<file path="src/hdl/mxu_pkg.sv">
// MXU datapath package
// array size, element widths and the row types shared by the
// systolic array, the skew stage and the result memory

package mxu_pkg;

  // array dimension, rows and columns alike
  localparam int array_n = 4;

  // activations and weights are signed bytes
  localparam int data_w = 8;

  // partial sums and results
  localparam int acc_w = 24;

  // result memory row address, 16 rows per column
  localparam int addr_w = 4;

  // one activation or weight row, element i at [i]
  typedef logic signed [array_n-1:0][data_w-1:0] data_row_t;

  // one result row, column j at [j]
  typedef logic signed [array_n-1:0][acc_w-1:0] acc_row_t;

endpackage
</file>
<file path="src/hdl/act_skewer.sv">
// Activation skew stage
// delays element i of each streamed row by i+1 cycles so the rows
// enter the array as a diagonal wavefront

module act_skewer (
  input  logic               clk,
  input  logic               reset,
  input  logic               row_valid,
  input  mxu_pkg::data_row_t row_in,
  output mxu_pkg::data_row_t skew_out
);

  genvar i;

  generate
    for (i = 0; i < mxu_pkg::array_n; i++) begin : g_lane
      // lane i is a shift register of depth i+1
      logic [mxu_pkg::data_w-1:0] taps [i+1];

      always_ff @(posedge clk) begin
        if (reset) begin
          for (int k = 0; k <= i; k++) begin
            taps[k] <= '0;
          end
        end else begin
          taps[0] <= row_valid ? row_in[i] : '0; // zeros between computes
          for (int k = 1; k <= i; k++) begin
            taps[k] <= taps[k-1];
          end
        end
      end

      assign skew_out[i] = taps[i];
    end
  endgenerate

endmodule

</file>
<file path="config.mk">
export PLATFORM = sky130hd
export DESIGN_NAME = act_skewer
export DESIGN_NICKNAME = d
export VERILOG_FILES = /design/src/hdl/mxu_pkg.sv /design/src/hdl/act_skewer.sv
export SDC_FILE = /design/constraint.sdc
export NUM_CORES = 1
export LEC_CHECK = 0
export ABC_AREA = 1
export BUFFER_PORTS_ARGS = -buffer_cell sky130_fd_sc_hd__buf_2
export CAP_MARGIN = 20
export CORE_MARGIN = 1.5
export CORE_UTILIZATION = 45
export DETAILED_ROUTE_END_ITERATION = 8
export PLACE_DENSITY = 0.7
export SKIP_LAST_GASP = 1
export SYNTH_ARGS = -nofsm -noshare
export SYNTH_HDL_FRONTEND = slang
export SYNTH_SLANG_ARGS = --single-unit
</file>
<file path="constraint.sdc">
create_clock -name clk -period 1.2 [get_ports clk]
set_clock_uncertainty 0.2 [all_clocks]
set_input_delay 0.18 -clock clk [delete_from_list [all_inputs] [get_ports clk]]
set_output_delay 0.18 -clock clk [all_outputs]
set_load 0.01 [all_outputs]
</file>
==> Word level (Yosys, flattened, before mapping) <==
Memory sizes are Yosys's and may differ from the RTL's.
Index checks and enable logic that the tools add are counted.
{ "totals": {"regBits": 0, "ram_bits": 80, "input_bits": 35, "elab_cells": 32, "n_memories": 4} }
{ "mem_list": {"columns": ["name", "depth", "width", "rd", "rd_clocked_by_memory_dff", "write_ports", "line", "text"], "rows": [
  ["g_lane[3].taps", 4, 8, 4, 0, 4, "act_skewer.sv:18", "logic [mxu_pkg::data_w-1:0] taps [i+1];"],
  ["g_lane[2].taps", 3, 8, 3, 0, 3, "act_skewer.sv:18", null],
  ["g_lane[1].taps", 2, 8, 2, 0, 2, "act_skewer.sv:18", null],
  ["g_lane[0].taps", 1, 8, 1, 0, 1, "act_skewer.sv:18", null]
]} }
{ "op_classes": {"mux": 18, "n_bitwise": 9, "reduce_logical": 1} }
{ "op_table": {"columns": ["cell", "n"], "rows": [
  ["2-to-1 mux 8 bit", 14],
  ["bitwise OR 1 bit", 9],
  ["OR reduction 8 bit", 1],
  ["2-to-1 mux 1 bit", 4]
]} }

==> Logic depth before layout (Yosys ltp) <==
Gate-level depths: netlist of run 1.
{ "logic_depth": {"depth_word": 3, "mapped_depth": 4, "depth_no_buf": 3} }

==> Least setup slack after synthesis of run 1 <==
No wires, ideal clock.
{ "synth_timing": {"path_type": "register to output", "startpoint": "memory g_lane[1].taps[0][10] in the netlist's numbering", "endpoint": "output skew_out[10] in the netlist's numbering", "arrival_ps": 401, "slack_ps": 419, "stages_incl_launch_ff": 2, "n_path_buf": 1, "cell_sequence": "dfxtp_1 -> buf_4"} }
{ "synth_rtl": {"columns": ["item", "line", "text"], "rows": [
  ["start: declaration", "act_skewer.sv:18", null],
  ["end: declaration", "act_skewer.sv:10", "output mxu_pkg::data_row_t skew_out"]
]} }

==> flow_metrics.env, run 1 <==
export IMPL_synth_seq_cells=80
export IMPL_biggestRegsByFlops="g_lane.taps (80)"
export IMPL_synth_flop_cell="dfxtp_1"
export IMPL_slew_headroom_pct=89.5
export IMPL_synth_nets=301
export IMPL_tns_ns=0
export IMPL_drv_slew=0
export IMPL_layout_nets=389
export IMPL_gp_congestion=0.675
export IMPL_cts_tree="yes"
export IMPL_ys_seq_area_share_pct=66.8
export IMPL_yosys_top_cells_area="dfxtp_1 67%, inv_1 13%, nor2_1 13%"
export IMPL_dieArea_um2=5780
export IMPL_path_clk_slew_ns=0.08
export IMPL_synth_mux_area_fraction_pct=0
export IMPL_setup_viol=0
export IMPL_synthTopCellsByCount="80 x dfxtp_1, 80 x inv_1, 80 x nor2_1"
export IMPL_seqPwrFrac_pct=51.9
export IMPL_worstPathRequired_ns=0.82
export IMPL_synth_avg_cell_area_um2=9.02
export IMPL_antenna_found_initial=0
export IMPL_critPathCaptureType="primary output"
export IMPL_ys_warn_count=0
export IMPL_io_pins=67
export IMPL_synth_xor_area_share_pct=0
export IMPL_worst_skew_pair_late_latency_ns=0.34
export IMPL_crit_path_start_kind="register"
export IMPL_r2r_slack_ns=0.50
export IMPL_clockBufferDepth=2
export IMPL_dp_cells=381
export IMPL_p_switching_w=0.00101
export IMPL_crit_path_max_fanout=1
export IMPL_irDropWorstVdd_v=0.000896
export IMPL_slowest_delay_ns=0.33
export IMPL_dp_hpwl_um=2100
export IMPL_switching_share_pct=19.0
export IMPL_fin_cells=428
export IMPL_total_power_w=0.00529
export IMPL_cts_setup_buffers=0
export IMPL_pwr_share_clk_pct=42.4
export IMPL_post_route_min_period_ns=1.17
export IMPL_num_rows=26
export IMPL_grt_ovfl_total=0
export IMPL_max_freq_mhz=854
export IMPL_area_growth_pct=35.1
export IMPL_yosysTopAreaCell="dfxtp_1"
export IMPL_yosys_cell_types_count=8
export IMPL_crit_chain="buf_2"
export IMPL_p_int_w=0.00429
export IMPL_grt_usage_pct=14.1
export IMPL_clockRootBuffer="clkbuf_8"
export IMPL_tightest_slew_ns=0.157
export IMPL_synth_compound_area_share_pct=0
export IMPL_drtAntennaViolNets=0
export IMPL_grt_max_degree=38
export IMPL_drtPass1Iterations=4
export IMPL_drive_gt1_share_pct=24.9
export IMPL_syn_area_um2=2400
export IMPL_synth_edff_count=0
export IMPL_diodes=0
export IMPL_synth_top_area_share_pct=66.8
export IMPL_status="finished clean"
export IMPL_start_util_pct=47.0
export IMPL_wire_per_inst_um=8.61
export IMPL_crit_family="flip-flops"
export IMPL_finalHoldViolations=0
export IMPL_cp_num_buf_inv=1
export IMPL_drt_iter0_drc=30
export IMPL_h_tree_depth=3
export IMPL_grt_pass1_wl_um=6290
export IMPL_post_drt_via_cell_ratio=3.81
export IMPL_routed_wirelength_um=3680
export IMPL_cts_sinks=80
export IMPL_largest_register="g_lane.taps"
export IMPL_grt_pass1_vias=1573
export IMPL_share_comb_of_total_power_pct=5.7
export IMPL_maxCapViolCount=0
export IMPL_portBuffers=66
export IMPL_top_layer="met4"
export IMPL_cpMaxStageDelayCell="dfxtp_1"
export IMPL_met1Wirelength_um=1570
export IMPL_synthCells=266
export IMPL_core_um2=5110
export IMPL_yosys_area_share_adder_pct=0
export IMPL_dr_wl_met3_um=272
export IMPL_finalCritPeriodShare_pct=97.5
export IMPL_drc=0
export IMPL_leakagePower_nw=1.65
export IMPL_power_density_nw_per_um2=1630
export IMPL_via_count=1630
export IMPL_path_class="reg2out"
export IMPL_die_h_um=76.0
export IMPL_largest_reg_flops=80
export IMPL_wl_met2_um=1760
export IMPL_rsz0062_at_grt="false"
export IMPL_synthSimpleGateAreaFrac_pct=12.8
export IMPL_synth_top_family_by_area="buffers and inverters"
export IMPL_ys_async_sr_fraction_pct=0
export IMPL_cp_arrival_ns=0.79
export IMPL_hp_class="in2reg"
export IMPL_cts_buffers=9
export IMPL_dieWidth_um=76.0
[layer usage]
layer / up-vias / global-route usage (%)
met1: 697 / 14.5
li1: 872 / -
met2: 51 / 24.7
met3: 10 / 5.27
met4: 0 / 7.78
met5: - / 0
[placed cells by master, fill, tap and decap left out]
master | synthesis | layout
dfxtp_1 | 80 | 77
dfxtp_2 | 0 | 3
dlygate4sd3_1 | 0 | 32
nand2_2 | 1 | 1
nor2_1 | 80 | 80
buf_2 | 2 | 66
inv_1 | 80 | 80
bufinv_16 | 0 | 2
buf_12 | 0 | 2
inv_2 | 1 | 1
buf_4 | 19 | 1
clkbuf_8 | 0 | 13
[power by group through the flow]
stage | Clock (W) | Sequential (W) | Combinational [W]
2_1_floorplan | 0 | 0.00281 | 0.000132
3_3_place_gp | 0 | 0.00281 | 0.000217
3_5_place_dp | 0 | 0.00281 | 0.000222
4_1_cts | 0.00230 | 0.00275 | 0.000302
5_1_grt | 0.00242 | 0.00275 | 0.000344
6_report | 0.00224 | 0.00275 | 0.000304
[path summary, 6_finish.rpt]
kind,from,endpoint,cells past startpoint
min reg2reg,g_lane[3].taps[0][7],g_lane[3].taps[1][7],2
max,g_lane[1].taps[0][12],skew_out[12],1
max reg2reg,g_lane[2].taps[0][12],g_lane[2].taps[0][20],2
min,reset,g_lane[1].taps[0][15],3
[per-stage QoR]
stage                     instance area (µm²)  hold WS (ns)  setup WS [ns]  utilization, %
after CTS                                3240        0.0445         0.0102            63.4
after floorplan                          2400        0.0922          0.419               -
after detailed placement                 2680         0.193          0.202            52.4
after global routing                     3240        0.0751        0.00421            63.4
after global placement                   2680         0.188          0.233            52.4
final                                    3240        0.0617         0.0297            63.4
[final cells by class]
type	instances	area, µm²
inverter	81	304
clock inverter	2	60.1
clock buffer	13	179
timing repair buffer	101	698
multi-input combinational	81	307
fill	431	1870
tap	70	87.6
sequential	80	1610
[cells by family (layout without fill, tap and decap cells)]
logic type,after synthesis,count (layout)
buffers and inverters,105,197
DFF,80,80
and+or+nand+nor,81,81
[timing repair]
item,4_1_cts,5_1_grt
resized for setup,0,3
setup endpoints to repair,0,3
hold endpoints to repair,32,0
hold buffers,32,0
No activity file was read; power rests on OpenSTA's default activity.
==> run 2, diff against run 1 <==
Settings changed: CORE_UTILIZATION 45 to 46, PLACE_DENSITY 0.7 to 0.72, SETUP_SLACK_MARGIN set to 0.1.
==> run 2 against run 1 <==
- worst setup slack improved by 0.0078 ns
- count of clock-buffer cells in the layout fell by 2
- power fell by 4.6%
- highest routed layer unchanged
==> flow_metrics.env, run 2 (synthesized netlist as in run 1, its figures left out) <==
export IMPL_setup_viol=0
export IMPL_diodes=0
export IMPL_largest_reg_flops=80
export IMPL_drtPass1Iterations=4
export IMPL_status="finished clean"
export IMPL_num_rows=26
export IMPL_grt_ovfl_total=0
export IMPL_power_density_nw_per_um2=1520
export IMPL_r2r_start="g_lane[1].taps[0][7]"
export IMPL_drc=0
export IMPL_max_freq_mhz=860
export IMPL_path_clk_slew_ns=0.08
export IMPL_wire_per_inst_um=9.25
export IMPL_dp_cells=381
export IMPL_path_class="reg2out"
export IMPL_area_growth_pct=38.3
export IMPL_clockRootBuffer="clkbuf_8"
export IMPL_leakagePower_nw=1.64
export IMPL_crit_start="g_lane[1].taps[0][9]"
export IMPL_grt_pass1_wl_um=6160
export IMPL_maxCapViolCount=0
export IMPL_h_tree_depth=3
export IMPL_dieArea_um2=5660
export IMPL_post_route_min_period_ns=1.16
export IMPL_rsz0062_at_grt="true"
export IMPL_cts_sinks=80
export IMPL_portBuffers=66
export IMPL_cp_num_buf_inv=1
export IMPL_crit_path_start_kind="register"
export IMPL_finalHoldViolations=0
export IMPL_drive_gt1_share_pct=28.4
export IMPL_drtAntennaViolNets=0
export IMPL_biggestRegsByFlops="g_lane.taps (80)"
export IMPL_slew_headroom_pct=86.1
export IMPL_crit_family="flip-flops"
export IMPL_die_h_um=75.2
export IMPL_crit_path_max_fanout=1
export IMPL_grt_max_degree=49
export IMPL_via_count=1647
export IMPL_slowest_delay_ns=0.33
export IMPL_post_drt_via_cell_ratio=3.84
export IMPL_post_place_ws_ns=0.176
export IMPL_irDropWorstVdd_v=0.000862
export IMPL_drt_iter0_drc=66
export IMPL_start_util_pct=47.3
export IMPL_core_um2=5070
export IMPL_worstPathRequired_ns=0.82
export IMPL_dp_hpwl_um=2040
export IMPL_finalCritPeriodShare_pct=96.9
export IMPL_grt_pass1_vias=1486
export IMPL_io_pins=67
export IMPL_cts_tree="yes"
export IMPL_clockBufferDepth=2
export IMPL_cpMaxStageDelayCell="dfxtp_2"
export IMPL_gp_congestion=0.671
export IMPL_tightest_slew_ns=0.208
export IMPL_layout_nets=389
export IMPL_cp_arrival_ns=0.78
export IMPL_finish_instance_area_um2=3320
export IMPL_routed_wirelength_um=3970
export IMPL_grt_usage_pct=15.0
export IMPL_fin_cells=429
export IMPL_largest_register="g_lane.taps"
export IMPL_dpl_cell_area_um2=2680
export IMPL_critPathCaptureType="primary output"
export IMPL_crit_chain="buf_6"
export IMPL_cts_buffers=9
export IMPL_worst_skew_pair_late_latency_ns=0.33
export IMPL_worstHoldStart="row_valid"
export IMPL_dieWidth_um=75.2
export IMPL_antenna_found_initial=0
export IMPL_fin_ws_ns=0.0375
export IMPL_drv_slew=0
export IMPL_tns_ns=0
export IMPL_hp_class="in2reg"
export IMPL_final_cell_mix="80 x inv_1, 80 x nor2_1, 65 x dfxtp_1"
export IMPL_total_power_w=0.00505
[run 2: final cells by class]
type / count / area (µm²)
Sequential cell: 80 / 1620
Fill cell: 405 / 1760
Inverter: 81 / 304
Clock buffer: 11 / 151
Clock inverter: 5 / 55.1
Tap cell: 70 / 87.6
Timing Repair Buffer: 101 / 792
Multi-Input combinational cell: 81 / 307
[run 2: repair_timing]
item | in CTS | in global routing
resized for setup | 8 | 22
endpoints found under the hold margin | 32 | 0
gates cloned | 0 | 0
buffers inserted | 0 | 0
hold buffers | 32 | 0
endpoints found under the setup margin | 32 | 32
[run 2: stage by stage]
stage                     util [%]  hold WS, ns
after floorplan                  -       0.0922
after global placement        52.8        0.189
after detailed placement      52.8        0.192
after CTS                     63.7       0.0403
after global routing          65.4       0.0729
final                         65.4       0.0589
[run 2: path summary, 6_finish.rpt]
kind,to,slack (ns),cells after the start
worst max register to register,g_lane[1].taps[0][15],0.48,2
worst min-delay path,g_lane[1].taps[0][4],0.06,4
worst min register to register,g_lane[1].taps[0][13],0.20,2
worst max-delay path,skew_out[9],0.04,1
[run 2: report_power, final]
part	switching [W]	leakage (nW)	internal, W	total [W]
sequential	0.0000211	0.659	0.00273	0.00275
clock	0.000906	0.101	0.00107	0.00197
combinational	0.000138	0.881	0.000183	0.000322
[run 2: worst reg2reg max path: stages (launching register included)]
cell and delay, ns:
dfxtp_1 0.32, inv_1 0.04, nor2_1 0.10
[run 2: metal layers]
layer	vias up	track usage [%]	share of wire (%)
li1	874	-	-
met1	711	17.7	42
met2	54	24.0	49
met3	8	5.22	7.3
met4	0	8.33	1.6
met5	-	0	0
==> run 3, diff against run 2 <==
Settings changed: CORE_UTILIZATION 46 to 54, PLACE_DENSITY 0.72 to 0.82.
==> run 3 against run 2 <==
- sequential power about the same
- die area decreased by 14%
- sequential cell count unchanged
- sequential share of layout area increased by 0.94 points
- via count decreased by 0.61%
==> flow_metrics.env, run 3 (synthesized netlist as in run 1, its figures left out) <==
export IMPL_cts_setup_buffers=0
export IMPL_num_rows=24
export IMPL_hp_class="in2reg"
export IMPL_clockRootBuffer="clkbuf_8"
export IMPL_setup_viol=0
export IMPL_irDropWorstVdd_v=0.000894
export IMPL_grt_usage_pct=17.1
export IMPL_path_clk_slew_ns=0.07
export IMPL_max_freq_mhz=874
export IMPL_diodes=0
export IMPL_h_tree_depth=3
export IMPL_wire_per_inst_um=10.0
export IMPL_critPathCaptureType="primary output"
export IMPL_post_drt_via_cell_ratio=3.98
export IMPL_layout_nets=391
export IMPL_r2r_start="g_lane[2].taps[0][15]"
export IMPL_drt_iter0_drc=74
export IMPL_tightest_slew_ns=0.260
export IMPL_crit_path_start_kind="register"
export IMPL_path_class="reg2out"
export IMPL_dp_hpwl_um=2170
export IMPL_portBuffers=66
export IMPL_die_h_um=69.6
export IMPL_io_pins=67
export IMPL_worst_skew_pair_late_latency_ns=0.32
export IMPL_core_um2=4320
export IMPL_total_power_w=0.00468
export IMPL_crit_chain="buf_6"
export IMPL_largest_register="g_lane.taps"
export IMPL_routed_wirelength_um=4130
export IMPL_rsz0062_at_grt="true"
export IMPL_multi_input_area_um2=307
export IMPL_drv_slew=0
export IMPL_slew_headroom_pct=82.7
export IMPL_clockBufferDepth=2
export IMPL_whs_ns=0.0996
export IMPL_worstPathRequired_ns=0.82
export IMPL_crit_start="g_lane[1].taps[0][15]"
export IMPL_crit_family="flip-flops"
export IMPL_post_place_ws_ns=0.206
export IMPL_cp_num_buf_inv=1
export IMPL_via_count=1637
export IMPL_maxCapViolCount=0
export IMPL_tns_ns=0
export IMPL_wl_met2_um=2270
export IMPL_power_density_nw_per_um2=1440
export IMPL_area_growth_pct=35.6
export IMPL_nFillCells=293
export IMPL_grt_pass1_vias=1546
export IMPL_cts_sinks=80
export IMPL_cp_arrival_ns=0.76
export IMPL_leakagePower_nw=1.63
export IMPL_grt_ovfl_total=0
export IMPL_start_util_pct=55.5
export IMPL_final_cell_mix="80 x inv_1, 80 x nor2_1, 66 x dfxtp_1"
export IMPL_drive_gt1_share_pct=27.0
export IMPL_gp_congestion=0.714
export IMPL_cts_buffers=9
export IMPL_dieWidth_um=69.6
export IMPL_largest_reg_flops=80
export IMPL_top_layer="met4"
export IMPL_antenna_found_initial=0
export IMPL_crit_path_max_fanout=1
export IMPL_drc=0
export IMPL_grt_max_degree=28
export IMPL_grt_pass1_wl_um=6290
export IMPL_fin_ws_ns=0.0565
export IMPL_drtAntennaViolNets=0
export IMPL_met1Wirelength_um=1600
export IMPL_status="finished clean"
export IMPL_post_route_min_period_ns=1.14
export IMPL_slowest_delay_ns=0.32
export IMPL_finalHoldViolations=0
export IMPL_dr_wl_met3_um=177
export IMPL_cpMaxStageDelayCell="dfxtp_2"
export IMPL_ff_latch_area_um2=1620
export IMPL_worstHoldStart="reset"
export IMPL_biggestRegsByFlops="g_lane.taps (80)"
export IMPL_cts_tree="yes"
export IMPL_drtPass1Iterations=4
export IMPL_finalCritPeriodShare_pct=95.3
export IMPL_dieArea_um2=4850
## run 3: cell count changes in the layout (fill, tap and decap cells not counted)
| cell | previous run | this run |
|---|---|---|
| clkinvlp_4 | 2 | 0 |
| buf_4 | 1 | 2 |
| clkbuf_8 | 11 | 10 |
| buf_2 | 51 | 52 |
| dfxtp_2 | 15 | 14 |
| clkinv_2 | 2 | 1 |
| buf_6 | 15 | 14 |
| clkbuf_1 | 0 | 3 |
| dlygate4sd3_1 | 32 | 33 |
| dfxtp_1 | 65 | 66 |
| bufinv_16 | 1 | 0 |
## run 3: final timing paths
path	to	slack (ns)	cells after the start
worst max-delay path	skew_out[15]	0.06	1
worst max register to register	g_lane[2].taps[0][23]	0.49	2
worst min register to register	g_lane[2].taps[0][17]	0.20	2
worst min-delay path	g_lane[2].taps[0][17]	0.1	3
## run 3: cell type report
cell class                      instances  share of cell area (%)
Multi-Input combinational cell         81                    9.43
Tap cell                               52                    2.00
Inverter                               81                    9.35
Clock buffer                           13                    4.58
Sequential cell                        80                    49.8
Timing Repair Buffer                  103                    24.7
Clock inverter                          1                   0.154
## run 3: metal layers
metal	track usage, %	up-vias
met5	0	-
met4	10.5	0
met3	4.51	7
met2	30.6	47
met1	17.6	707
li1	-	876
## run 3: where the power goes
group | total [W] | switching (W) | internal, W
sequential | 0.00275 | 0.0000217 | 0.00273
combinational | 0.000330 | 0.000143 | 0.000188
clock | 0.00159 | 0.000807 | 0.000785
total | 0.00468 | 0.000971 | 0.00371
## run 3: tightest hold or removal path: stages
cell and delay (ns):
buf_2 0.10, buf_4 0.23, nor2_1 0.07
## run 3: what timing repair did
item | in CTS | in global routing
hold endpoints to repair | 32 | 0
hold buffers | 33 | 0
endpoints found under the setup margin | 32 | 32
gates resized for setup | 8 | 20
## run 3: per-stage QoR
step / instance area, µm² / cells / utilization [%]
final: 3250 / 411 / 75.2
after global routing: 3250 / 411 / 75.2
after global placement: 2660 / 364 / 61.6
after CTS: 3180 / 411 / 73.5
after floorplan: 2400 / 266 / -
after detailed placement: 2660 / 364 / 61.6
