### src/hdl/mxu_pkg.sv
// MXU datapath package
// array size, element widths and the row types shared by the
// systolic array, the skew stage and the result memory

package mxu_pkg;

  // array dimension, rows and columns alike
  localparam int array_n = 4;

  // activations and weights are signed bytes
  localparam int data_w = 8;

  // partial sums and results
  localparam int acc_w = 24;

  // result memory row address, 16 rows per column
  localparam int addr_w = 4;

  // one activation or weight row, element i at [i]
  typedef logic signed [array_n-1:0][data_w-1:0] data_row_t;

  // one result row, column j at [j]
  typedef logic signed [array_n-1:0][acc_w-1:0] acc_row_t;

endpackage
### src/hdl/result_wr_if.sv
// Result write bus
// per-column write port from the result writer into the column memories,
// plus a clear strobe that zeroes the whole result store

interface result_wr_if;

  logic [mxu_pkg::array_n-1:0]                    wr_en;   // one enable per column
  logic [mxu_pkg::array_n-1:0][mxu_pkg::addr_w-1:0] wr_addr; // row address per column
  mxu_pkg::acc_row_t                              wr_data; // bottom row of the array
  logic                                           clear;   // zero every row

  modport writer (
    output wr_en,
    output wr_addr,
    output wr_data,
    output clear
  );

  modport memory (
    input wr_en,
    input wr_addr,
    input wr_data,
    input clear
  );

endinterface

### src/hdl/result_writer.sv
// Result writer
// walks the diagonal result wavefront into the column memories: the
// per-column enables ramp up then shift out, each column's row address
// steps with its enable, and done holds until the next host command

module result_writer (
  input  logic                        clk,
  input  logic                        reset,
  input  logic                        wave_start,
  input  logic [mxu_pkg::addr_w-1:0]  base_addr,
  input  logic                        cmd_seen,
  input  mxu_pkg::acc_row_t           bottom,
  output logic                        wave_done,
  output logic                        done,
  result_wr_if.writer                 wr
);

  logic [mxu_pkg::array_n-1:0]                      wr_en;
  logic [mxu_pkg::array_n-1:0][mxu_pkg::addr_w-1:0] wr_addr;
  logic                                             ramp_dn; // enables are shifting out
  logic                                             clear;

  // only the last column still writing
  assign wave_done = ramp_dn && (wr_en == {1'b1, {(mxu_pkg::array_n-1){1'b0}}});

  always_ff @(posedge clk) begin
    if (reset) begin
      wr_en   <= '0;
      wr_addr <= '0;
      ramp_dn <= 1'b0;
      done    <= 1'b0;
      clear   <= 1'b1;   // wipe the result store coming out of reset
    end else begin
      clear <= 1'b0;
      if (wave_start) begin
        wr_en   <= {{(mxu_pkg::array_n-1){1'b0}}, 1'b1}; // column 0 first
        ramp_dn <= 1'b0;
        for (int j = 0; j < mxu_pkg::array_n; j++) begin
          wr_addr[j] <= base_addr;
        end
      end else if (|wr_en) begin
        if (ramp_dn || (&wr_en)) begin
          wr_en   <= wr_en << 1;   // drop the lowest column
          ramp_dn <= 1'b1;
        end else begin
          wr_en <= (wr_en << 1) | 1'b1; // bring in the next column
        end
        for (int j = 0; j < mxu_pkg::array_n; j++) begin
          wr_addr[j] <= wr_addr[j] + mxu_pkg::addr_w'(wr_en[j]);
        end
        if (wave_done) ramp_dn <= 1'b0;
      end

      // a new command wins over a finishing wave
      if (cmd_seen)       done <= 1'b0;
      else if (wave_done) done <= 1'b1;
    end
  end

  assign wr.wr_en   = wr_en;
  assign wr.wr_addr = wr_addr;
  assign wr.wr_data = bottom;   // bottom register lines up with the enables
  assign wr.clear   = clear;

endmodule

### src/flat_wrapper.sv
// flat-port wrapper written by rule: the top's interface ports become plain ports
module result_writer_flat 
  (clk, reset, wave_start, base_addr, cmd_seen, bottom, wave_done, done, wr_wr_en, wr_wr_addr, wr_wr_data, wr_clear);
  result_wr_if wr_i ();
  input  logic clk;
  input  logic reset;
  input  logic wave_start;
  input  logic [mxu_pkg::addr_w-1:0] base_addr;
  input  logic cmd_seen;
  input  mxu_pkg::acc_row_t bottom;
  output logic wave_done;
  output logic done;
  output wire logic [$bits(wr_i.wr_en)-1:0] wr_wr_en;
  output wire logic [$bits(wr_i.wr_addr)-1:0] wr_wr_addr;
  output wire logic [$bits(wr_i.wr_data)-1:0] wr_wr_data;
  output wire logic [$bits(wr_i.clear)-1:0] wr_clear;
  assign wr_wr_en = wr_i.wr_en;
  assign wr_wr_addr = wr_i.wr_addr;
  assign wr_wr_data = wr_i.wr_data;
  assign wr_clear = wr_i.clear;
  result_writer u_core (.clk(clk), .reset(reset), .wave_start(wave_start), .base_addr(base_addr), .cmd_seen(cmd_seen), .bottom(bottom), .wave_done(wave_done), .done(done), .wr(wr_i));
endmodule
### config.mk
export PLATFORM = sky130hd
export DESIGN_NAME = result_writer_flat
export DESIGN_NICKNAME = d
export VERILOG_FILES = /design/src/hdl/mxu_pkg.sv /design/src/hdl/result_wr_if.sv /design/src/hdl/result_writer.sv /design/src/flat_wrapper.sv
export SDC_FILE = /design/constraint.sdc
export NUM_CORES = 1
export LEC_CHECK = 0
export BUFFER_PORTS_ARGS = -buffer_cell sky130_fd_sc_hd__buf_2
export CORE_ASPECT_RATIO = 0.8
export CORE_MARGIN = 5
export CORE_UTILIZATION = 32
export DETAILED_ROUTE_END_ITERATION = 8
export HOLD_SLACK_MARGIN = 0.15
export PLACE_DENSITY = 0.81
export SLEW_MARGIN = 20
export SYNTH_ARGS = -nofsm -noshare
export SYNTH_HDL_FRONTEND = slang
export SYNTH_SLANG_ARGS = --single-unit
export TNS_END_PERCENT = 20
### constraint.sdc
create_clock -name clk -period 1.98 [get_ports clk]
set_input_delay 0.495 -clock clk [delete_from_list [all_inputs] [get_ports clk]]
set_output_delay 0.495 -clock clk [all_outputs]
set_load 0.05 [all_outputs]
Word-level counts from Yosys, hierarchy flattened. Cells that the tools add are included. W data, S select, Z words.

Flip-flop bits (word level): 23. Output and inout port bits: 119.

Add/sub/neg operators: 4. Equality and inequality tests: 1. Muxes and demuxes: 8. Reduce and logical (&&, ||, !) cells: 9.

Operators by type and width (count): $mux W16 (2); $add A4 B1 Y4 (4); $mux W1 (6); $eq A4 B4 Y1 const B (1); $reduce_and A4 Y1 (1); $reduce_bool A2 Y1 (2); $reduce_or A2 Y1 (2); $reduce_or A4 Y1 (1); $reduce_and A2 Y1 (1); $logic_and A1 B1 Y1 (1); $logic_or A1 B1 Y1 (1).

Logic depth before layout (Yosys ltp). Gate-level depths: netlist (run 1).

Depth in word-level cells: 5. Gate-level depth with buffers: 5. Gate-level depth less buffers: 4.

Worst setup path after synthesis (run 1). Ideal clock, no wire load.

Kind: reg-to-output. From: reg u_core.wr_en, in the netlist u_core.wr.wr_en[3]. To: out wave_done. Arrival: 2334 ps. Path slack: -849 ps. Stages on the path, launching flop included: 3. Cell sequence: dfxtp_1 > nand2_1 > nor4_1.

Word-level cells in the longest chain between the ends: 2.

RTL lines: from (decl) (RTL line result_writer.sv:18) `logic [mxu_pkg::array_n-1:0] wr_en;`; from (signal assigned) (RTL line result_writer.sv:36) `wr_en <= {{(mxu_pkg::array_n-1){1'b0}}, 1'b1};`; from (signal assigned) (RTL line result_writer.sv:43) `wr_en <= wr_en << 1;`; from (signal assigned) (RTL line result_writer.sv:46) `wr_en <= (wr_en << 1) | 1'b1;`; $eq A4 B4 Y1 (RTL line result_writer.sv:24) `assign wave_done = ramp_dn && (wr_en == {1'b1, {(mxu_pkg::array_n-1){1'b0}}});`; $logic_and A1 B1 Y1 (RTL line result_writer.sv:24); to (decl) (RTL line flat_wrapper.sv:11) `output logic wave_done;`.

Every way passes these cells.

Worst setup path in the final report (run 1). Ends and elaborated chain as after synthesis.

==> results of run 1 <==
flip-flops by register name, indices dropped and copies added, names as in the netlist:
register	count
u_core.wr.wr_addr	16
u_core.wr.wr_en	4
u_core.done	1
u_core.ramp_dn	1
u_core.wr.clear	1
worst paths after layout:
check | startpoint | endpoint | slack (ns)
setup / recovery | u_core.wr.wr_en[3] | wave_done | 0.16
hold / removal | reset | u_core.wr.clear | 0.45
hold reg to reg | u_core.done | u_core.done | 0.47
setup reg to reg | u_core.wr.wr_en[2] | u_core.wr.wr_addr[14] | 0.22
routing by layer:
layer | track usage | up-vias | wire length (µm)
met5 | 0 | - | 0
met4 | 0.0758 | 0 | 197
met3 | 0.0652 | 30 | 535
met2 | 0.127 | 82 | 1450
met1 | 0.110 | 481 | 1410
li1 | - | 483 | -
layout make-up:
type | instances | area [µm²] | share of cell area
Tap cell | 65 | 81.3 | 0.0611
Multi-Input combinational cell | 81 | 541 | 0.406
Sequential cell | 23 | 460 | 0.346
Inverter | 2 | 7.51 | 0.00564
Clock buffer | 4 | 45.0 | 0.0339
Timing Repair Buffer | 36 | 195 | 0.147
logic make-up after synthesis:
group	count (synthesis)	share of synthesized area
compound gates	28	0.107
fa+ha+maj	8	0.0576
buf+inv	104	0.436
flops	23	0.265
simple gates	45	0.134
cells in the mapped netlist, drive strengths merged:
cell	count	area (µm²)
inv	2	7.51
o21ai	4	20.0
nor3	1	5.00
nand3	4	20.0
a211o	4	35.0
nand3b	1	7.51
clkbuf	3	11.3
and3	4	25.0
a31o	1	8.76
nand2	17	63.8
buf	99	738
or3	4	25.0
a21oi	2	10.0
ha	8	100
and2	3	18.8
dfxtp	23	460
or3b	1	8.76
o21bai	3	22.5
nor2	2	7.51
nor4	2	12.5
a22oi	1	7.51
o21a	1	7.51
or4	1	7.51
a31oi	12	75.1
nand4	5	31.3
power breakdown:
| part | switching, mW | internal [mW] | leakage, nW |
|---|---|---|---|
| sequential | 0.0245 | 0.491 | 0.190 |
| combinational | 0.178 | 0.0651 | 0.393 |
| clock | 0.149 | 0.144 | 0.0228 |
| total | 0.351 | 0.699 | 0.606 |
stage by stage:
| step | setup slack, ns | instances | cell area (µm²) |
|---|---|---|---|
| after CTS | 0.147 | 211 | 1330 |
| after global placement | 0.275 | 207 | 1280 |
| after floorplan | 0.0316 | 208 | 1750 |
| after global routing | 0.0426 | 211 | 1330 |
| after detailed placement | 0.243 | 207 | 1280 |
| final | 0.158 | 211 | 1330 |
critical path, cell delays in order (launching register included):
cell and delay, ns:
dfxtp_1 0.47, nand2_1 0.13, nor4_4 0.15, buf_2 0.30
==> metrics, run 1 <==
synthesized area per cell around 8.3 µm²; Resize count post-CTS 0; filler cell count 582; Crit. End Element output port; area added between synthesis and finish -23.4%; Final Setup Violations 0; Worst setup SP type flop; Synth Instances approximately 210; Yosys cell types 26; Post-CTS Setup Inserts 0; total routed wirelength 3.60 mm; Row Count 24; clk sink count 23; Max IR drop VDD 0.000166 V; share of cells above drive strength 1 0.295; crit share post-route 0.920; TritonCTS clock tree built; synthesized cell area 0.00174 mm²; Avg WL per Cell approximately 17 µm; Congestion Overflow GR 0; utilization after layout 0.249; Max Cap Viol 0; most common cell after layout, fill and taps aside buf_2; Syn Nets 320; Clock transition at path regs roughly 0.080 ns; drt initial violations 70; Crit Path Class flop to output port; Final min period approximately 1.8 ns; Die X 92.4 µm; core box area 0.00535 mm²; HPWL after DPL roughly 2.9 mm; post-synthesis sequential area ratio 0.265; ANT cells 0; CTS max path bufs 2; routed via count approximately 1,100; Max Slew Vio Count 0; RePlAce Congestion just over 0.8; Critical Path Fanout Max 8; vias per inst 5.10; Die Y roughly 76 µm; gr usage total 0.0970; Initial Util 0.325; drt first pass iters 4; Post-CTS Hold Fix Bufs 0; worst skew pair latency roughly 0.26 ns; IO Port Bufs 30; YS warnings 0; actual slew at the worst max-slew pin 0.436 ns; Rel. slew slack 0.709; Lkg Pwr between 0.6 and 0.7 nW; initial antenna violation count 0; DRT antenna net count 0; flops & latches, synth 23; Final Power ~1.1 mW; hold path cells 1; most frequent cells in the layout buf_2 (30), dfxtp_1 (23), nand2_1 (17); final hold vios 0; # DRC 0; H-tree Lvls 1; RSZ-0062 raised after global routing no; CTS Buf Count 3; largest net degree at the start of global routing 17; WHS roughly 0.45 ns; die area 0.00701 mm²; f_max between 500 and 600 MHz; Worst Skew approximately 0.0019 ns; setup TNS 0 ns; Final nets around 260; Critical Path AT 1.33 ns; WP data required between 1 and 1.5 ns; CTS root buffer clkbuf_8; hold crit path type input pin to flop; I/O pin count 223; outcome finished clean; Power Density slightly below 800 mW/mm²; Worst R2R Path Depth 3; vias in the first global route 973; global-route wire length before repair between 5 and 6 mm
Note: power is estimated with default switching activity, not from simulation.
==> run 2, diff against run 1 <==
- BUFFER_PORTS_ARGS: -buffer_cell sky130_fd_sc_hd__buf_2 -> default
- CORE_AREA: default -> 5 5 83 85
- CORE_ASPECT_RATIO: 0.8 -> default
- CORE_MARGIN: 5 -> default
- CORE_UTILIZATION: 32 -> default
- DIE_AREA: default -> 0 0 88 90
- DONT_BUFFER_PORTS: default -> 1
- PLACE_DENSITY: 0.81 -> default
==> metrics, run 2 (same netlist as run 1, synthesis figures left out) <==
Crit Path Class flop to output port (unchanged); utilization after layout 0.210 (was 0.249); CTS max path bufs 2 (unchanged); # DRC 0 (unchanged); Final nets 241 (was 259); WP data required 1.48 ns (about the same); Die X 88 µm (was 92.4 µm); Worst Skew 0.00488 ns (was 0.00189 ns); Biggest register u_core.wr.wr_addr (unchanged); Congestion Overflow GR 0 (unchanged); Critical Path AT 1.30 ns (was 1.33 ns); crit share post-route 0.906 (was 0.920); DRT antenna net count 0 (unchanged); drt initial violations 69 (was 70); outcome finished clean (unchanged); drt first pass iters 2 (was 4); H-tree Lvls 1 (unchanged); Clock transition at path regs 0.08 ns (about the same); Lkg Pwr 0.531 nW (was 0.606 nW); Avg WL per Cell 17.2 µm (was 17.1 µm); Rel. slew slack 0.608 (was 0.709); clk sink count 23 (unchanged); setup TNS 0 ns (unchanged); vias in the first global route 1,018 (was 973); Max Cap Viol 0 (unchanged); CTS root buffer clkbuf_8 (unchanged); Largest regs u_core.wr.wr_addr: 16 flops, u_core.wr.wr_en: 4 flops (unchanged); final hold vios 0 (unchanged); most frequent cells in the layout dfxtp_1 (23), buf_4 (18), nand2_1 (17) (was buf_2 (30), dfxtp_1 (23), nand2_1 (17)); filler cell count 676 (was 582); most common cell after layout, fill and taps aside dfxtp_1 (was buf_2); Crit. End Element output port (unchanged); Final Instance Count excl. Fillers 205 (was 211); ANT cells 0 (unchanged); Final min period 1.79 ns (was 1.82 ns); die area 0.00792 mm² (was 0.00701 mm²); TritonCTS clock tree built (unchanged); hold crit path type input pin to flop (unchanged); vias per inst 4.93 (was 5.10); share of cells above drive strength 1 0.203 (was 0.295); core box area 0.00613 mm² (was 0.00535 mm²); Resize count post-CTS 0 (unchanged); Critical Path Fanout Max 7 (was 8); routed via count 1,010 (was 1,076); actual slew at the worst max-slew pin 0.587 ns (was 0.436 ns); WHS 0.252 ns (was 0.454 ns); Die Y 90 µm (was 75.9 µm); global-route wire length before repair 5.51 mm (was 5.34 mm); f_max 557 MHz (was 549 MHz); dpl cells 201 (was 207); Max IR drop VDD 0.000316 V (was 0.000166 V); I/O pin count 223 (unchanged); area added between synthesis and finish -25.9% (was -23.4%); largest net degree at the start of global routing 18 (was 17); pre-CTS setup slack 0.326 ns (was 0.243 ns); RePlAce Congestion 0.746 (was 0.808); Worst setup SP type flop (unchanged); Post-CTS Hold Fix Bufs 0 (unchanged); Final Setup Violations 0 (unchanged); CTS Buf Count 3 (unchanged); Max Slew Vio Count 0 (unchanged); initial antenna violation count 0 (unchanged); Setup WS post-layout 0.185 ns (was 0.158 ns); gr usage total 0.0906 (was 0.0970); RSZ-0062 raised after global routing no (unchanged); multi-input logic area 541 µm² (unchanged); Post-CTS Setup Inserts 0 (unchanged); Initial Util 0.283 (was 0.325); Power Density 810 mW/mm² (was 790 mW/mm²); IO Port Bufs 0 (was 30); register area 460 µm² (unchanged); total routed wirelength 3.52 mm (was 3.60 mm); worst skew pair latency 0.27 ns (was 0.26 ns); Row Count 29 (was 24); Largest register FFs 16 (unchanged)
[run 2: cell count changes in the layout (fill, tap and decap cells not counted)]
cell | previous run | this run
buf_2 | 30 | 0
clkbuf_1 | 1 | 0
buf_4 | 6 | 18
clkinv_2 | 0 | 1
[run 2: per-stage QoR]
stage	instance area, µm²	power [mW]
finish	1290	1.04
global route	1290	1.10
CTS	1290	1.06
detailed placement	1240	0.758
global placement	1240	0.755
floorplan	1750	1.22
[run 2: worst max-delay path, stage by stage (launching register included)]
cell	delay, ns
dfxtp_1	0.31
buf_4	0.21
nor4_4	0.28
buf_4	0.24
[run 2: path summary, 6_finish.rpt]
check | from | to | slack (ns) | cells past startpoint
setup / recovery | u_core.wr.wr_en[1] | wave_done | 0.19 | 3
hold / removal | reset | u_core.wr.clear | 0.25 | 0
setup reg to reg | u_core.wr.wr_en[1] | u_core.wr.wr_addr[6] | 0.32 | 3
hold reg to reg | u_core.wr.wr_addr[9] | u_core.wr.wr_addr[9] | 0.53 | 2
[run 2: area by class of cell]
type / instances / area share
clock inverter: 1 / 0.00389
sequential: 23 / 0.358
inverter: 2 / 0.00584
timing repair buffer: 18 / 0.105
multi-input combinational: 81 / 0.420
clock buffer: 3 / 0.0321
tap: 77 / 0.0749
[run 2: per-layer routing]
metal	vias up	global-route usage	wire, µm
met5	-	0	0
met4	0	0.0921	252
met3	46	0.0457	433
met2	49	0.128	1520
met1	467	0.0918	1310
li1	448	-	-
[run 2: power by group]
group	switching, mW	internal, mW	leakage, nW
logic	0.139	0.0606	0.316
registers	0.0533	0.491	0.190
clock network	0.158	0.141	0.0255
total	0.350	0.692	0.531
==> run 3, diff against run 2 <==
- CAP_MARGIN: default -> 20
- RECOVER_POWER: default -> 100
==> metrics, run 3 (same netlist as run 1, synthesis figures left out) <==
outcome finished clean (unchanged); IO Port Bufs 0 (unchanged); total routed wirelength 3.49 mm (was 3.52 mm); Post-CTS Setup Inserts 0 (unchanged); CP Cell Sequence buf_4 > nor4_4 > buf_4 (unchanged); Pint 674 µW (was 692 µW); Crit Path Class flop to output port (unchanged); vias per inst 4.93 (about the same); RePlAce Congestion 0.746 (unchanged); clk sink count 23 (unchanged); Final Setup Violations 0 (unchanged); register area 460 µm² (unchanged); Critical Path Fanout Max 7 (unchanged); utilization after layout 0.201 (was 0.210); Lkg Pwr 0.482 nW (was 0.531 nW); Avg WL per Cell 17.0 µm (was 17.2 µm); Rel. slew slack 0.500 (was 0.608); Final min period 1.79 ns (about the same); Power Density 828 mW/mm² (was 810 mW/mm²); CTS Buf Count 3 (unchanged); Final nets 241 (unchanged); CTS max path bufs 2 (unchanged); Worst Skew 0.00465 ns (was 0.00488 ns); buffer and inverter count on the worst path 2 (unchanged); I/O pin count 223 (unchanged); initial antenna violation count 0 (unchanged); Largest register FFs 16 (unchanged); # DRC 0 (unchanged); Initial Util 0.283 (unchanged); actual slew at the worst max-slew pin 0.750 ns (was 0.587 ns); Max Cap Viol 0 (unchanged); setup TNS 0 ns (unchanged); Largest regs u_core.wr.wr_addr: 16 flops, u_core.wr.wr_en: 4 flops (unchanged); most frequent cells in the layout dfxtp_1 (23), nand2_1 (17), a31oi_1 (12), clkbuf_1 (12), ha_1 (8) (was dfxtp_1 (23), buf_4 (18), nand2_1 (17)); H-tree Lvls 1 (unchanged); area added between synthesis and finish -29.0% (was -25.9%); Final Instance Count excl. Fillers 205 (unchanged); Design Area, Final 0.00123 mm² (was 0.00129 mm²); DRT antenna net count 0 (unchanged); die area 0.00792 mm² (unchanged); Worst setup SP type flop (unchanged); Seq pwr share 0.532 (was 0.522); Biggest register u_core.wr.wr_addr (unchanged); Max IR drop VDD 0.000312 V (was 0.000316 V); Clock transition at path regs 0.08 ns (about the same); Congestion Overflow GR 0 (unchanged); crit share post-route 0.904 (was 0.906); dpl cells 201 (unchanged); critical path's top delay family buffers and inverters (unchanged); Most common cell on crit path buf_4 (unchanged); CTS root buffer clkbuf_8 (unchanged); Crit. End Element output port (unchanged); global-route wire length before repair 5.51 mm (unchanged); Die Y 90 µm (unchanged); final hold vios 0 (unchanged); filler cell count 678 (was 676); f_max 559 MHz (was 557 MHz); hold crit path type input pin to flop (unchanged); Critical Path AT 1.29 ns (was 1.30 ns); gr usage total 0.0906 (unchanged); Post-CTS Hold Fix Bufs 0 (unchanged); Die X 88 µm (unchanged); Max Slew Vio Count 0 (unchanged); drt initial violations 61 (was 69); multi-input logic area 534 µm² (was 541 µm²); worst skew pair latency 0.27 ns (about the same); most common cell after layout, fill and taps aside dfxtp_1 (unchanged); Sw Share 0.339 (was 0.336); ANT cells 0 (unchanged); WP data required 1.48 ns (about the same); slowest CP cell dfxtp_1 (unchanged); routed via count 1,011 (was 1,010); Resize count post-CTS 0 (unchanged); slowest stage delay, CP 0.31 ns (about the same); share of cells above drive strength 1 0.102 (was 0.203); drt first pass iters 3 (was 2); TritonCTS clock tree built (unchanged); placed instance area 0.00124 mm² (unchanged); largest net degree at the start of global routing 18 (unchanged); vias in the first global route 1,018 (unchanged); RSZ-0062 raised after global routing no (unchanged); core box area 0.00613 mm² (unchanged); Clock Power Share 0.290 (was 0.286); Comb power frac 0.178 (was 0.192); Final Power 1.02 mW (was 1.04 mW); Row Count 29 (unchanged); NetSw 346 µW (was 350 µW)
-- run 3: cell count changes in the layout (fill, tap and decap cells not counted), sizes merged --
cell,delta
clkbuf,+13
buf,-13
-- run 3: layout make-up --
cell class,count,area share
Timing Repair Buffer,18,0.0711
Clock buffer,3,0.0335
Clock inverter,1,0.00406
Sequential cell,23,0.374
Tap cell,77,0.0782
Inverter,2,0.00609
Multi-Input combinational cell,81,0.434
-- run 3: worst reg2reg max path, cell delays in order (launching register included) --
cell and delay (ns):
dfxtp_1 0.32, clkbuf_1 0.57, nand3_1 0.23, or3_1 0.36, a31oi_1 0.15
-- run 3: final timing paths --
| kind | from | to | slack [ns] | depth (start not counted) |
|---|---|---|---|---|
| max | u_core.wr.wr_en[1] | wave_done | 0.19 | 3 |
| min | reset | u_core.wr.clear | 0.25 | 0 |
| max reg2reg | u_core.wr.wr_addr[1] | u_core.wr.wr_addr[3] | 0.30 | 4 |
| min reg2reg | u_core.wr.wr_addr[13] | u_core.wr.wr_addr[13] | 0.53 | 2 |
-- run 3: per-layer routing --
layer | wire length, µm | GRT usage | vias to the layer above
met4 | 252 | 0.0921 | 0
met3 | 422 | 0.0457 | 46
met1 | 1270 | 0.0918 | 470
met5 | 0 | 0 | -
li1 | - | - | 446
met2 | 1550 | 0.128 | 49
-- run 3: power by group through the flow --
stage          sequential [mW]  clock (mW)  combinational [mW]
3_5_place_dp             0.556           0               0.203
6_report                 0.543       0.296               0.181
4_1_cts                  0.545       0.311               0.203
5_1_grt                  0.548       0.335               0.200
3_3_place_gp             0.554           0               0.201
2_1_floorplan            0.624           0               0.596
-- run 3: through the flow --
step / hold WS [ns] / setup WS (ns)
floorplan: 0.523 / 0.0316
global placement: 0.517 / 0.352
detailed placement: 0.524 / 0.326
CTS: 0.244 / 0.176
global route: 0.230 / 0.134
finish: 0.252 / 0.190
